File: src/hw/mdio_defs.svh
// MDIO master shared constants
// Bus field widths, host register offsets and default MDC divider
`ifndef MDIO_DEFS_SVH
`define MDIO_DEFS_SVH

// One data or address word on the MDIO bus
`define MDIO_WORD_W 16

// Operation register: c45 flag, opcode, port address, device address
`define MDIO_OP_W 13

`define MDIO_PREAMBLE_BITS 32

`define MDIO_REG_DATA 'h0
`define MDIO_REG_ADDR 'h4
`define MDIO_REG_OP   'h8
`define MDIO_REG_CTRL 'hC

`define MDIO_DEF_MDC_DIVIDER 200

`endif

File: src/hw/mdio_pkg.sv
// MDIO master types
// Bus words, the operation word layout and the frame phases
`default_nettype none

`include "mdio_defs.svh"

package mdio_pkg;

   typedef logic [`MDIO_WORD_W-1:0] mdio_word_t;

   // Field order matches the register layout, c45 flag in bit 12
   typedef struct packed {
      logic       c45;
      logic [1:0] opcode;
      logic [4:0] prtad;
      logic [4:0] devad;
   } mdio_op_t;

   typedef logic [31:0] reg_word_t;

   typedef enum logic [2:0] {
      PH_IDLE,
      PH_PREAMBLE,
      PH_START,
      PH_COMMAND,
      PH_TURNAROUND,
      PH_DATA,
      PH_POST
   } mdio_phase_e;

endpackage

`default_nettype wire

File: src/hw/mdio_regs.sv
// MDIO master host registers
// Holds data, address and operation words and the running flag
`timescale 1ns/100ps
`default_nettype none

`include "mdio_defs.svh"

module mdio_regs #(
   parameter mdio_pkg::reg_word_t reg_base = '0
) (
   input  wire                       clk,
   input  wire                       rst,
   input  wire                       wr_req,
   input  wire mdio_pkg::reg_word_t  wr_addr,
   input  wire mdio_pkg::reg_word_t  wr_data,
   input  wire                       rd_req,
   input  wire mdio_pkg::reg_word_t  rd_addr,
   output logic                      rd_resp,
   output mdio_pkg::reg_word_t       rd_data,
   input  wire                       frame_done,
   input  wire mdio_pkg::mdio_word_t rd_word,
   output logic                      running,
   output mdio_pkg::mdio_op_t        op,
   output mdio_pkg::mdio_word_t      wr_word,
   output mdio_pkg::mdio_word_t      addr_word
);

   localparam mdio_pkg::reg_word_t addr_data = reg_base + `MDIO_REG_DATA;
   localparam mdio_pkg::reg_word_t addr_addr = reg_base + `MDIO_REG_ADDR;
   localparam mdio_pkg::reg_word_t addr_op   = reg_base + `MDIO_REG_OP;
   localparam mdio_pkg::reg_word_t addr_ctrl = reg_base + `MDIO_REG_CTRL;

   logic hit;

   // The data register is shared by both directions. A host write loads
   // the word to send, and the end of a read frame replaces it with the
   // word taken from the PHY
   always_ff @(posedge clk) begin
      if (rst) begin
         wr_word   <= '0;
         addr_word <= '0;
         op        <= '0;
         running   <= 1'b0;
      end else begin
         if (frame_done) begin
            running <= 1'b0;
            if (op.opcode[1]) begin
               wr_word <= rd_word;
            end
         end
         if (wr_req) begin
            case (wr_addr)
               addr_data: wr_word   <= wr_data[`MDIO_WORD_W-1:0];
               addr_addr: addr_word <= wr_data[`MDIO_WORD_W-1:0];
               addr_op:   op        <= mdio_pkg::mdio_op_t'(wr_data[`MDIO_OP_W-1:0]);
               addr_ctrl: begin
                  // Start request, the frame engine picks it up on the next MDC fall
                  if (wr_data[0]) begin
                     running <= 1'b1;
                  end
               end
               default: ;
            endcase
         end
      end
   end

   always_comb begin
      hit = (rd_addr == addr_data) || (rd_addr == addr_addr) ||
            (rd_addr == addr_op) || (rd_addr == addr_ctrl);
   end

   always_ff @(posedge clk) begin
      if (rst) begin
         rd_resp <= 1'b0;
      end else begin
         rd_resp <= rd_req && hit;
      end
   end

   always_ff @(posedge clk) begin
      if (rd_req) begin
         case (rd_addr)
            addr_data: rd_data <= mdio_pkg::reg_word_t'(wr_word);
            addr_addr: rd_data <= mdio_pkg::reg_word_t'(addr_word);
            addr_op:   rd_data <= mdio_pkg::reg_word_t'(op);
            addr_ctrl: rd_data <= mdio_pkg::reg_word_t'(running);
            default:   rd_data <= '0;
         endcase
      end
   end

endmodule

`default_nettype wire

File: src/hw/mdc_gen.sv
// MDC clock generator
// Divides clk evenly and flags each falling edge of mdc
`timescale 1ns/100ps
`default_nettype none

`include "mdio_defs.svh"

module mdc_gen #(
   parameter int mdc_divider = `MDIO_DEF_MDC_DIVIDER
) (
   input  wire  clk,
   input  wire  rst,
   output logic mdc,
   output logic mdc_fall
);

   localparam int half  = mdc_divider / 2;
   localparam int cnt_w = (half > 1) ? $clog2(half) : 1;

   logic [cnt_w-1:0] half_cnt;
   logic             mdc_d;

   always_ff @(posedge clk) begin
      if (rst) begin
         half_cnt <= '0;
         mdc      <= 1'b0;
         mdc_d    <= 1'b0;
         mdc_fall <= 1'b0;
      end else begin
         mdc_d    <= mdc;
         // Strobe lands one clk after mdc has gone low
         mdc_fall <= mdc_d & ~mdc;
         if (half_cnt == cnt_w'(half - 1)) begin
            half_cnt <= '0;
            mdc      <= ~mdc;
         end else begin
            half_cnt <= half_cnt + 1'b1;
         end
      end
   end

endmodule

`default_nettype wire

File: src/hw/mdio_frame.sv
// MDIO frame engine
// Serializes Clause 22 and Clause 45 frames on each MDC fall and
// captures read data from the PHY
`timescale 1ns/100ps
`default_nettype none

`include "mdio_defs.svh"

module mdio_frame (
   input  wire                       clk,
   input  wire                       rst,
   input  wire                       mdc_fall,
   input  wire                       running,
   input  wire mdio_pkg::mdio_op_t   op,
   input  wire mdio_pkg::mdio_word_t wr_word,
   input  wire mdio_pkg::mdio_word_t addr_word,
   input  wire                       mdio_in,
   output logic                      mdio_out,
   output logic                      mdio_tri,
   output logic                      frame_done,
   output mdio_pkg::mdio_word_t      rd_word
);

   // Bit positions within the frame, counted from the first preamble bit
   localparam int pre_last  = `MDIO_PREAMBLE_BITS - 1;
   localparam int start_bit = `MDIO_PREAMBLE_BITS;
   localparam int cmd_last  = start_bit + 2 + `MDIO_OP_W - 2;
   localparam int ta_first  = cmd_last + 1;
   localparam int last_bit  = ta_first + 2 + `MDIO_WORD_W - 1;
   localparam int bit_w     = $clog2(last_bit + 1);

   mdio_pkg::mdio_phase_e phase;
   logic [bit_w-1:0]      bit_cnt;
   mdio_pkg::mdio_word_t  shreg;
   logic                  is_read;
   logic                  is_addr;

   // Both clauses read when the upper opcode bit is set
   always_comb begin
      is_read = op.opcode[1];
      is_addr = op.c45 && (op.opcode == 2'b00);
   end

   always_ff @(posedge clk) begin
      if (rst) begin
         phase      <= mdio_pkg::PH_IDLE;
         bit_cnt    <= '0;
         mdio_out   <= 1'b0;
         mdio_tri   <= 1'b1;
         frame_done <= 1'b0;
         rd_word    <= '0;
      end else begin
         frame_done <= 1'b0;
         if (mdc_fall) begin
            bit_cnt <= bit_cnt + 1'b1;
            case (phase)
               mdio_pkg::PH_IDLE: begin
                  bit_cnt  <= '0;
                  mdio_tri <= 1'b1;
                  mdio_out <= 1'b0;
                  if (running) begin
                     phase    <= mdio_pkg::PH_PREAMBLE;
                     mdio_tri <= 1'b0;
                     mdio_out <= 1'b1;
                  end
               end
               mdio_pkg::PH_PREAMBLE: begin
                  if (bit_cnt == bit_w'(pre_last)) begin
                     phase    <= mdio_pkg::PH_START;
                     mdio_out <= 1'b0;
                  end
               end
               mdio_pkg::PH_START: begin
                  // Second start bit is 1 for Clause 22 and 0 for Clause 45
                  if (bit_cnt == bit_w'(start_bit)) begin
                     mdio_out <= ~op.c45;
                  end else begin
                     phase    <= mdio_pkg::PH_COMMAND;
                     mdio_out <= op.opcode[1];
                     shreg    <= {op.opcode[0], op.prtad, op.devad, 5'b00000};
                  end
               end
               mdio_pkg::PH_COMMAND: begin
                  if (bit_cnt == bit_w'(cmd_last)) begin
                     phase    <= mdio_pkg::PH_TURNAROUND;
                     mdio_tri <= is_read;
                     mdio_out <= ~is_read;
                     shreg    <= is_addr ? addr_word : wr_word;
                  end else begin
                     mdio_out <= shreg[`MDIO_WORD_W-1];
                     shreg    <= shreg << 1;
                  end
               end
               mdio_pkg::PH_TURNAROUND: begin
                  if (bit_cnt == bit_w'(ta_first)) begin
                     mdio_out <= 1'b0;
                  end else begin
                     phase <= mdio_pkg::PH_DATA;
                     // PHY put data bit 15 on the pin during this turnaround bit
                     if (is_read) begin
                        rd_word <= {rd_word[`MDIO_WORD_W-2:0], mdio_in};
                     end else begin
                        mdio_out <= shreg[`MDIO_WORD_W-1];
                        shreg    <= shreg << 1;
                     end
                  end
               end
               mdio_pkg::PH_DATA: begin
                  if (bit_cnt == bit_w'(last_bit)) begin
                     phase      <= mdio_pkg::PH_POST;
                     mdio_tri   <= 1'b1;
                     mdio_out   <= 1'b0;
                     frame_done <= 1'b1;
                  end else if (is_read) begin
                     rd_word <= {rd_word[`MDIO_WORD_W-2:0], mdio_in};
                  end else begin
                     mdio_out <= shreg[`MDIO_WORD_W-1];
                     shreg    <= shreg << 1;
                  end
               end
               default: begin
                  // Post bit gives the register block time to drop running
                  phase   <= mdio_pkg::PH_IDLE;
                  bit_cnt <= '0;
               end
            endcase
         end
      end
   end

endmodule

`default_nettype wire

File: src/hw/mdio_master.sv
// MDIO management master top level
// Host registers, MDC generation and the frame engine
`timescale 1ns/100ps
`default_nettype none

`include "mdio_defs.svh"

module mdio_master #(
   parameter int                  mdc_divider = `MDIO_DEF_MDC_DIVIDER,
   parameter mdio_pkg::reg_word_t reg_base    = '0
) (
   input  wire                      clk,
   input  wire                      rst,
   input  wire                      wr_req,
   input  wire mdio_pkg::reg_word_t wr_addr,
   input  wire mdio_pkg::reg_word_t wr_data,
   input  wire                      rd_req,
   input  wire mdio_pkg::reg_word_t rd_addr,
   output wire                      rd_resp,
   output mdio_pkg::reg_word_t      rd_data,
   output wire                      mdc,
   output wire                      mdio_out,
   output wire                      mdio_tri,
   input  wire                      mdio_in
);

   logic                 running;
   logic                 mdc_fall;
   logic                 frame_done;
   mdio_pkg::mdio_op_t   op;
   mdio_pkg::mdio_word_t wr_word;
   mdio_pkg::mdio_word_t addr_word;
   mdio_pkg::mdio_word_t rd_word;

   mdio_regs #(
      .reg_base   (reg_base)
   ) mdio_regs_i (
      .clk        (clk),
      .rst        (rst),
      .wr_req     (wr_req),
      .wr_addr    (wr_addr),
      .wr_data    (wr_data),
      .rd_req     (rd_req),
      .rd_addr    (rd_addr),
      .rd_resp    (rd_resp),
      .rd_data    (rd_data),
      .frame_done (frame_done),
      .rd_word    (rd_word),
      .running    (running),
      .op         (op),
      .wr_word    (wr_word),
      .addr_word  (addr_word)
   );

   mdc_gen #(
      .mdc_divider (mdc_divider)
   ) mdc_gen_i (
      .clk      (clk),
      .rst      (rst),
      .mdc      (mdc),
      .mdc_fall (mdc_fall)
   );

   mdio_frame mdio_frame_i (
      .clk        (clk),
      .rst        (rst),
      .mdc_fall   (mdc_fall),
      .running    (running),
      .op         (op),
      .wr_word    (wr_word),
      .addr_word  (addr_word),
      .mdio_in    (mdio_in),
      .mdio_out   (mdio_out),
      .mdio_tri   (mdio_tri),
      .frame_done (frame_done),
      .rd_word    (rd_word)
   );

endmodule

`default_nettype wire

File: config.mk
export PLATFORM = sky130hd
export DESIGN_NAME = mdio_master
export DESIGN_NICKNAME = d
export VERILOG_FILES = /design/src/hw/mdio_pkg.sv /design/src/hw/mdio_regs.sv /design/src/hw/mdc_gen.sv /design/src/hw/mdio_frame.sv /design/src/hw/mdio_master.sv
export VERILOG_INCLUDE_DIRS = /design/src /design/src/hw
export SDC_FILE = /design/constraint.sdc
export NUM_CORES = 1
export LEC_CHECK = 0
export ABC_AREA = 1
export BUFFER_PORTS_ARGS = -buffer_cell sky130_fd_sc_hd__buf_2
export CAP_MARGIN = 40
export CORE_ASPECT_RATIO = 0.7
export CORE_UTILIZATION = 25
export DETAILED_ROUTE_END_ITERATION = 10
export GPL_TIMING_DRIVEN = 0
export PLACE_DENSITY = 0.54
export SKIP_CTS_REPAIR_TIMING = 1
export SYNTH_ARGS = -nofsm -noshare
export SYNTH_HDL_FRONTEND = slang
export SYNTH_SLANG_ARGS = --single-unit
export TNS_END_PERCENT = 100
File: constraint.sdc
create_clock -name clk -period 7.3 [get_ports clk]
set_input_delay 0.365 -clock clk [delete_from_list [all_inputs] [get_ports clk]]
set_output_delay 0.365 -clock clk [all_outputs]
set_load 0.02 [all_outputs]
# Word level (Yosys, flattened, before mapping)
# Index checks and enable logic that the tools add are counted.
# Widths: inputs -> output; s select.
dict set report totals {
  ff_bits 133
  word_cells 117
}
dict set report classes {
  n_addsub 2
  muxes 41
  n_eq_ne 24
  bitwise 7
  reduce_logical 23
}
# operator n
set ops {}
lappend ops {{$mux 16} 13}
lappend ops {{$eq 32x4->1 const B} 4}
lappend ops {{$pmux 16 s4} 2}
lappend ops {{$eq 32x3->1 const B} 2}
lappend ops {{$logic_not 32->1} 2}
lappend ops {{$pmux 16 s2} 1}
lappend ops {{$eq 6x6->1 const B} 4}
lappend ops {{$mux 3} 6}
lappend ops {{$pmux 3 s6} 1}
lappend ops {{$mux 1} 15}
lappend ops {{$ne 2x2->1 const B} 4}
lappend ops {{$reduce_and 4->1} 2}
lappend ops {{$add 7x1->7 const B} 1}
lappend ops {{$eq 7x7->1 const B} 1}
lappend ops {{$reduce_and 7->1} 1}
lappend ops {{$add 6x1->6 const B} 1}
lappend ops {{$eq 3x2->1 const B} 2}
lappend ops {{$eq 3x3->1 const B} 2}
lappend ops {{$eq 6x5->1 const B} 1}
lappend ops {{$mux 6} 1}
lappend ops {{$ne 2x1->1 const B} 3}
lappend ops {{$not 1->1} 6}
lappend ops {{$pmux 1 s6} 1}
lappend ops {{$reduce_and 6->1} 1}
lappend ops {{other kinds (16)} 20}

# Logic depth before layout (Yosys ltp)
dict set report depth {
  depth_word 5
  ltp_mapped 11
}

# Cells and area by module
# From an unflattened synthesis, not the netlist that was laid out.
dict set report unflattened {
  cells_unflattened 865
  area_unflattened_um2 6317.3
}
# mod instances cells_per_inst area_per_inst_um2
set by_module_without_submodules {}
lappend by_module_without_submodules {mdio_regs 1 484 3342.0}
lappend by_module_without_submodules {mdio_frame 1 323 2534.9}
lappend by_module_without_submodules {mdc_gen 1 58 440.4}

# Least setup slack after synthesis
# OpenSTA, ideal clock, no wires.
dict set report synth_path {
  kind {flip-flop to flip-flop}
  start {register mdio_frame_i.phase[1]}
  end {register mdio_frame_i.shreg[0], enable pin}
  stages_incl_launch_ff 6
  t_arrival_ns 2.529
  slack_ns 4.341
  path_buffers 0
  path_cell_list {dfxtp_1 > inv_2 > ha_1 > nand2_1 > inv_1 > nor4_1}
}
dict set report synth_between {
  elab_chain_len 3
}
# item line_no
set synth_lines {}
lappend synth_lines {{from (decl)} mdio_frame.sv:32} ;# mdio_pkg::mdio_phase_e phase;
lappend synth_lines {{from (signal assigned)} mdio_frame.sv:46} ;# phase <= mdio_pkg::PH_IDLE;
lappend synth_lines {{from (signal assigned)} mdio_frame.sv:62} ;# phase <= mdio_pkg::PH_PREAMBLE;
lappend synth_lines {{from (signal assigned)} mdio_frame.sv:69} ;# phase <= mdio_pkg::PH_START;
lappend synth_lines {{$eq 3x2->1 / $eq 3x3->1 (equally long branches)} mdio_frame.sv:56} ;# case (phase)
lappend synth_lines {{$reduce_bool 4->1 (no line) / $ne 2x2->1 (equally long branches)} n/a}
lappend synth_lines {{$reduce_and 6->1 (no line) (*)} n/a}
lappend synth_lines {{to (signal assigned)} mdio_frame.sv:80} ;# shreg <= {op.opcode[0], op.prtad, op.devad, 5'b00000};
lappend synth_lines {{to (signal assigned)} mdio_frame.sv:88} ;# shreg <= is_addr ? addr_word : wr_word;
lappend synth_lines {{to (signal assigned)} mdio_frame.sv:91} ;# shreg <= shreg << 1;
lappend synth_lines {{to (decl)} mdio_frame.sv:34} ;# mdio_pkg::mdio_word_t shreg;
# Mark *: on every way between the ends. The rest lies on a longest branch, timed or not.
# A chain may end at the register's enable or synchronous reset.

# Worst setup path after layout
dict set report layout_path {
  start {register mdio_frame_i.phase[1]}
  end {register mdio_frame_i.shreg[3], enable pin}
}
# Same word-level chain as after synthesis.

==> results.yml <==
run_status:
  status: "finished, final reports clean"
cells_and_area:
  syn2layout_area_growth_pct: 26.3
  drive_above_1_share_pct: 21.8
  fillCellCount: 2511
  postLayoutCellArea_mm2: 0.00766
  multi_input_area_mm2: 0.00292
  n_antenna_cell: 0
  layout_commonest_cell: "nand2_1"
  mostFrequentLayoutCells: "nand2_1, nor2_1, buf_2"
  regArea_mm2: 0.00266
  nets: 1072
global_routing:
  grtUsageTotal_pct: 15.4
  grt_pass1_vias: 5262
  grt_max_degree: 18
  antenna_found_initial: 0
  overflow: 0
  grt_pass1_wl_um: 29400
synth:
  yosysTopAreaCell: "dfxtp_1"
  synth_top_flop_cell: "dfxtp_1"
  postSynthCellCount: 825
  synth-edff-count: 32
  synth_area_per_cell_um2: 7.35
  ys_top_cells_by_area: "dfxtp_1, edfxtp_1, nand2_1"
  mappedNetlistArea_mm2: 0.00606
  synth.distinct_cells: 46
  yosys_warnings: 0
  synth-seq-cells: 117
  synth_top_area_share_pct: 28.1
  seq_area_frac_synth_pct: 43.9
  async_flop_share_pct: 0
placement:
  dp_worst_setup_slack_ps: 5000
  dp_hpwl_um: 14100
  finalWeightedCongestion: 0.879
  placed_area_mm2: 0.00705
  io_buffer_count: 103
die:
  dieWidth_um: 188
  dieArea_mm2: 0.0249
  die_h_um: 132
  core_mm2: 0.0237
  initial_utilization_pct: 25.6
  rows: 47
  io_pins: 137
worst_hold_path:
  min_path_cells: 3
  hp-class: "in2reg"
setup_path:
  end_kind: "register"
  cp.arrival_ps: 2460
  cp_cell_sequence: "inv_2, ha_1, nand2_1, inv_1, nor4_2, buf_4, buf_4"
  critical-path-top-delay-family: "buffers and inverters"
  cp.depth: 7
  reg2reg_depth: 7
  critPathBufInv: 4
  cp_slowest_stage_delay_ps: 480
  startpoint_type: "register"
  cp_common_cell: "buf_4"
  slowest_stage: "dfxtp_1"
  path_class: "reg2reg"
  worstPathRequired_ps: 7430
  critPathMaxFanout: 8
sta:
  tightest_slew_ps: 670
  rsz0062_at_grt: "false"
  fmax_mhz: 430
  finalHoldViolCount: 0
  min_period_ps: 2330
  setup_slack_ps: 4970
  fin_skew_ps: 8.94
  fin_setup_tns_ps: 0
  setup_viol: 0
  relSlewSlack_pct: 55.4
  finalMaxSlewViolations: 0
  min_period_over_period_pct: 31.9
detailed_routing:
  drc: 0
  first_iter_violations: 512
  via_per_inst: 4.48
  wl_per_cell_um: 14.5
  routed_wl_um: 18700
  dr.pass1.iters: 5
  antenna_left: 0
  dr_total_vias: 5802
pwr:
  power_per_cell_area_mw_per_mm2: 209
  fin_total_pwr_mw: 1.60
  ir_worst_vdd_uv: 179
  p_leak_nw: 3.45
clock_network:
  cts.path.max_buffers: 2
  numClockSinks: 117
  cts.clk_slew.worst_paths_ps: 60
  clk_latency_ps: 420
  htreeDepth: 4
  tritoncts: "yes"
  numCtsBuffers: 17
  cts_root_buf: "clkbuf_16"
flow_run:
  maxCapViolations: 0
flip-flops by register name, summed over array words and instances, names as in the netlist:
signal and count:
mdio_frame_i.shreg 16, mdio_frame_i.bit_cnt 6, mdc_gen_i.mdc_fall 1, mdio_regs_i.wr_word 16
mdio_regs_i.rd_resp 1, mdio_regs_i.running 1, mdio_regs_i.op 13, mdc_gen_i.mdc 1
mdio_frame_i.frame_done 1, mdio_frame_i.mdio_out 1, mdio_frame_i.rd_word 16, mdc_gen_i.mdc_d 1
mdio_regs_i.rd_data 16, mdio_regs_i.addr_word 16, mdio_frame_i.mdio_tri 1, mdc_gen_i.half_cnt 7
mdio_frame_i.phase 3
synthesized netlist by cell type (7+ instances only):
master and n:
o21ai_0 52, a21oi_1 46, buf_2 13, nand3_1 55
nor2_1 161, nand2_1 191, o21ai_1 8, nand3_2 11
buf_4 22, dfxtp_1 85, edfxtp_1 32, inv_1 50
clkbuf_1 12, nor3_1 9, mux2i_1 7, ha_1 7
power breakdown:
group	switching, mW	internal, mW
clock	0.303	0.548
combinational	0.0475	0.0309
sequential	0.00162	0.669
total	0.352	1.25
path summary, 6_finish.rpt:
| kind | startpoint | endpoint | slack, ps |
|---|---|---|---|
| worst max-delay path | mdio_frame_i.phase[1] | mdio_frame_i.shreg[3] | 4970 |
| worst min-delay path | mdio_in | mdio_frame_i.rd_word[0] | 190 |
| worst max register to register | mdio_frame_i.phase[1] | mdio_frame_i.shreg[3] | 4970 |
| worst min register to register | mdc_gen_i.mdc_d | mdc_gen_i.mdc_fall | 420 |
through the flow:
step                      hold WS (ps)  utilization, %  cells
after global routing               195            32.3   1295
after CTS                          185            32.3   1295
after global placement             410            29.7   1261
after detailed placement           417            29.8   1263
after floorplan                    403               -    840
final                              188            32.3   1295
routing by layer:
layer  up-vias  part of all wire, %  global-route usage (%)
met5         -                    0                       0
met4         0                  1.3                    4.52
met3        22                  7.6                    4.05
met2       205                   41                    22.2
met1      2634                   50                    22.3
li1       2941                    -                       -
worst min-delay path, stage by stage:
cell    delay [ps]
buf_2           90
nor2_1          40
nor2_1          80
logic make-up after synthesis:
logic type                 count (synthesis)  share of synthesized area, %
DFF                                      117                          43.9
AOI/OAI and AO/OA                        123                          10.8
and+or+nand+nor                          456                          33.1
adders and majority gates                  7                          1.44
xor gates and xnor gates                   3                         0.433
other                                      1                        0.0618
muxes                                      7                          1.16
buffers and inverters                    111                          9.04
area by class of cell:
type / count / area share [%]
clock buffer: 24 / 6.57
timing repair buffer: 105 / 6.93
tap: 318 / 5.20
clock inverter: 8 / 1.29
sequential: 117 / 34.8
multi-input combinational: 612 / 38.1
buffer: 54 / 4.36
inverter: 57 / 2.79
Note: power is estimated with default switching activity, not from simulation.
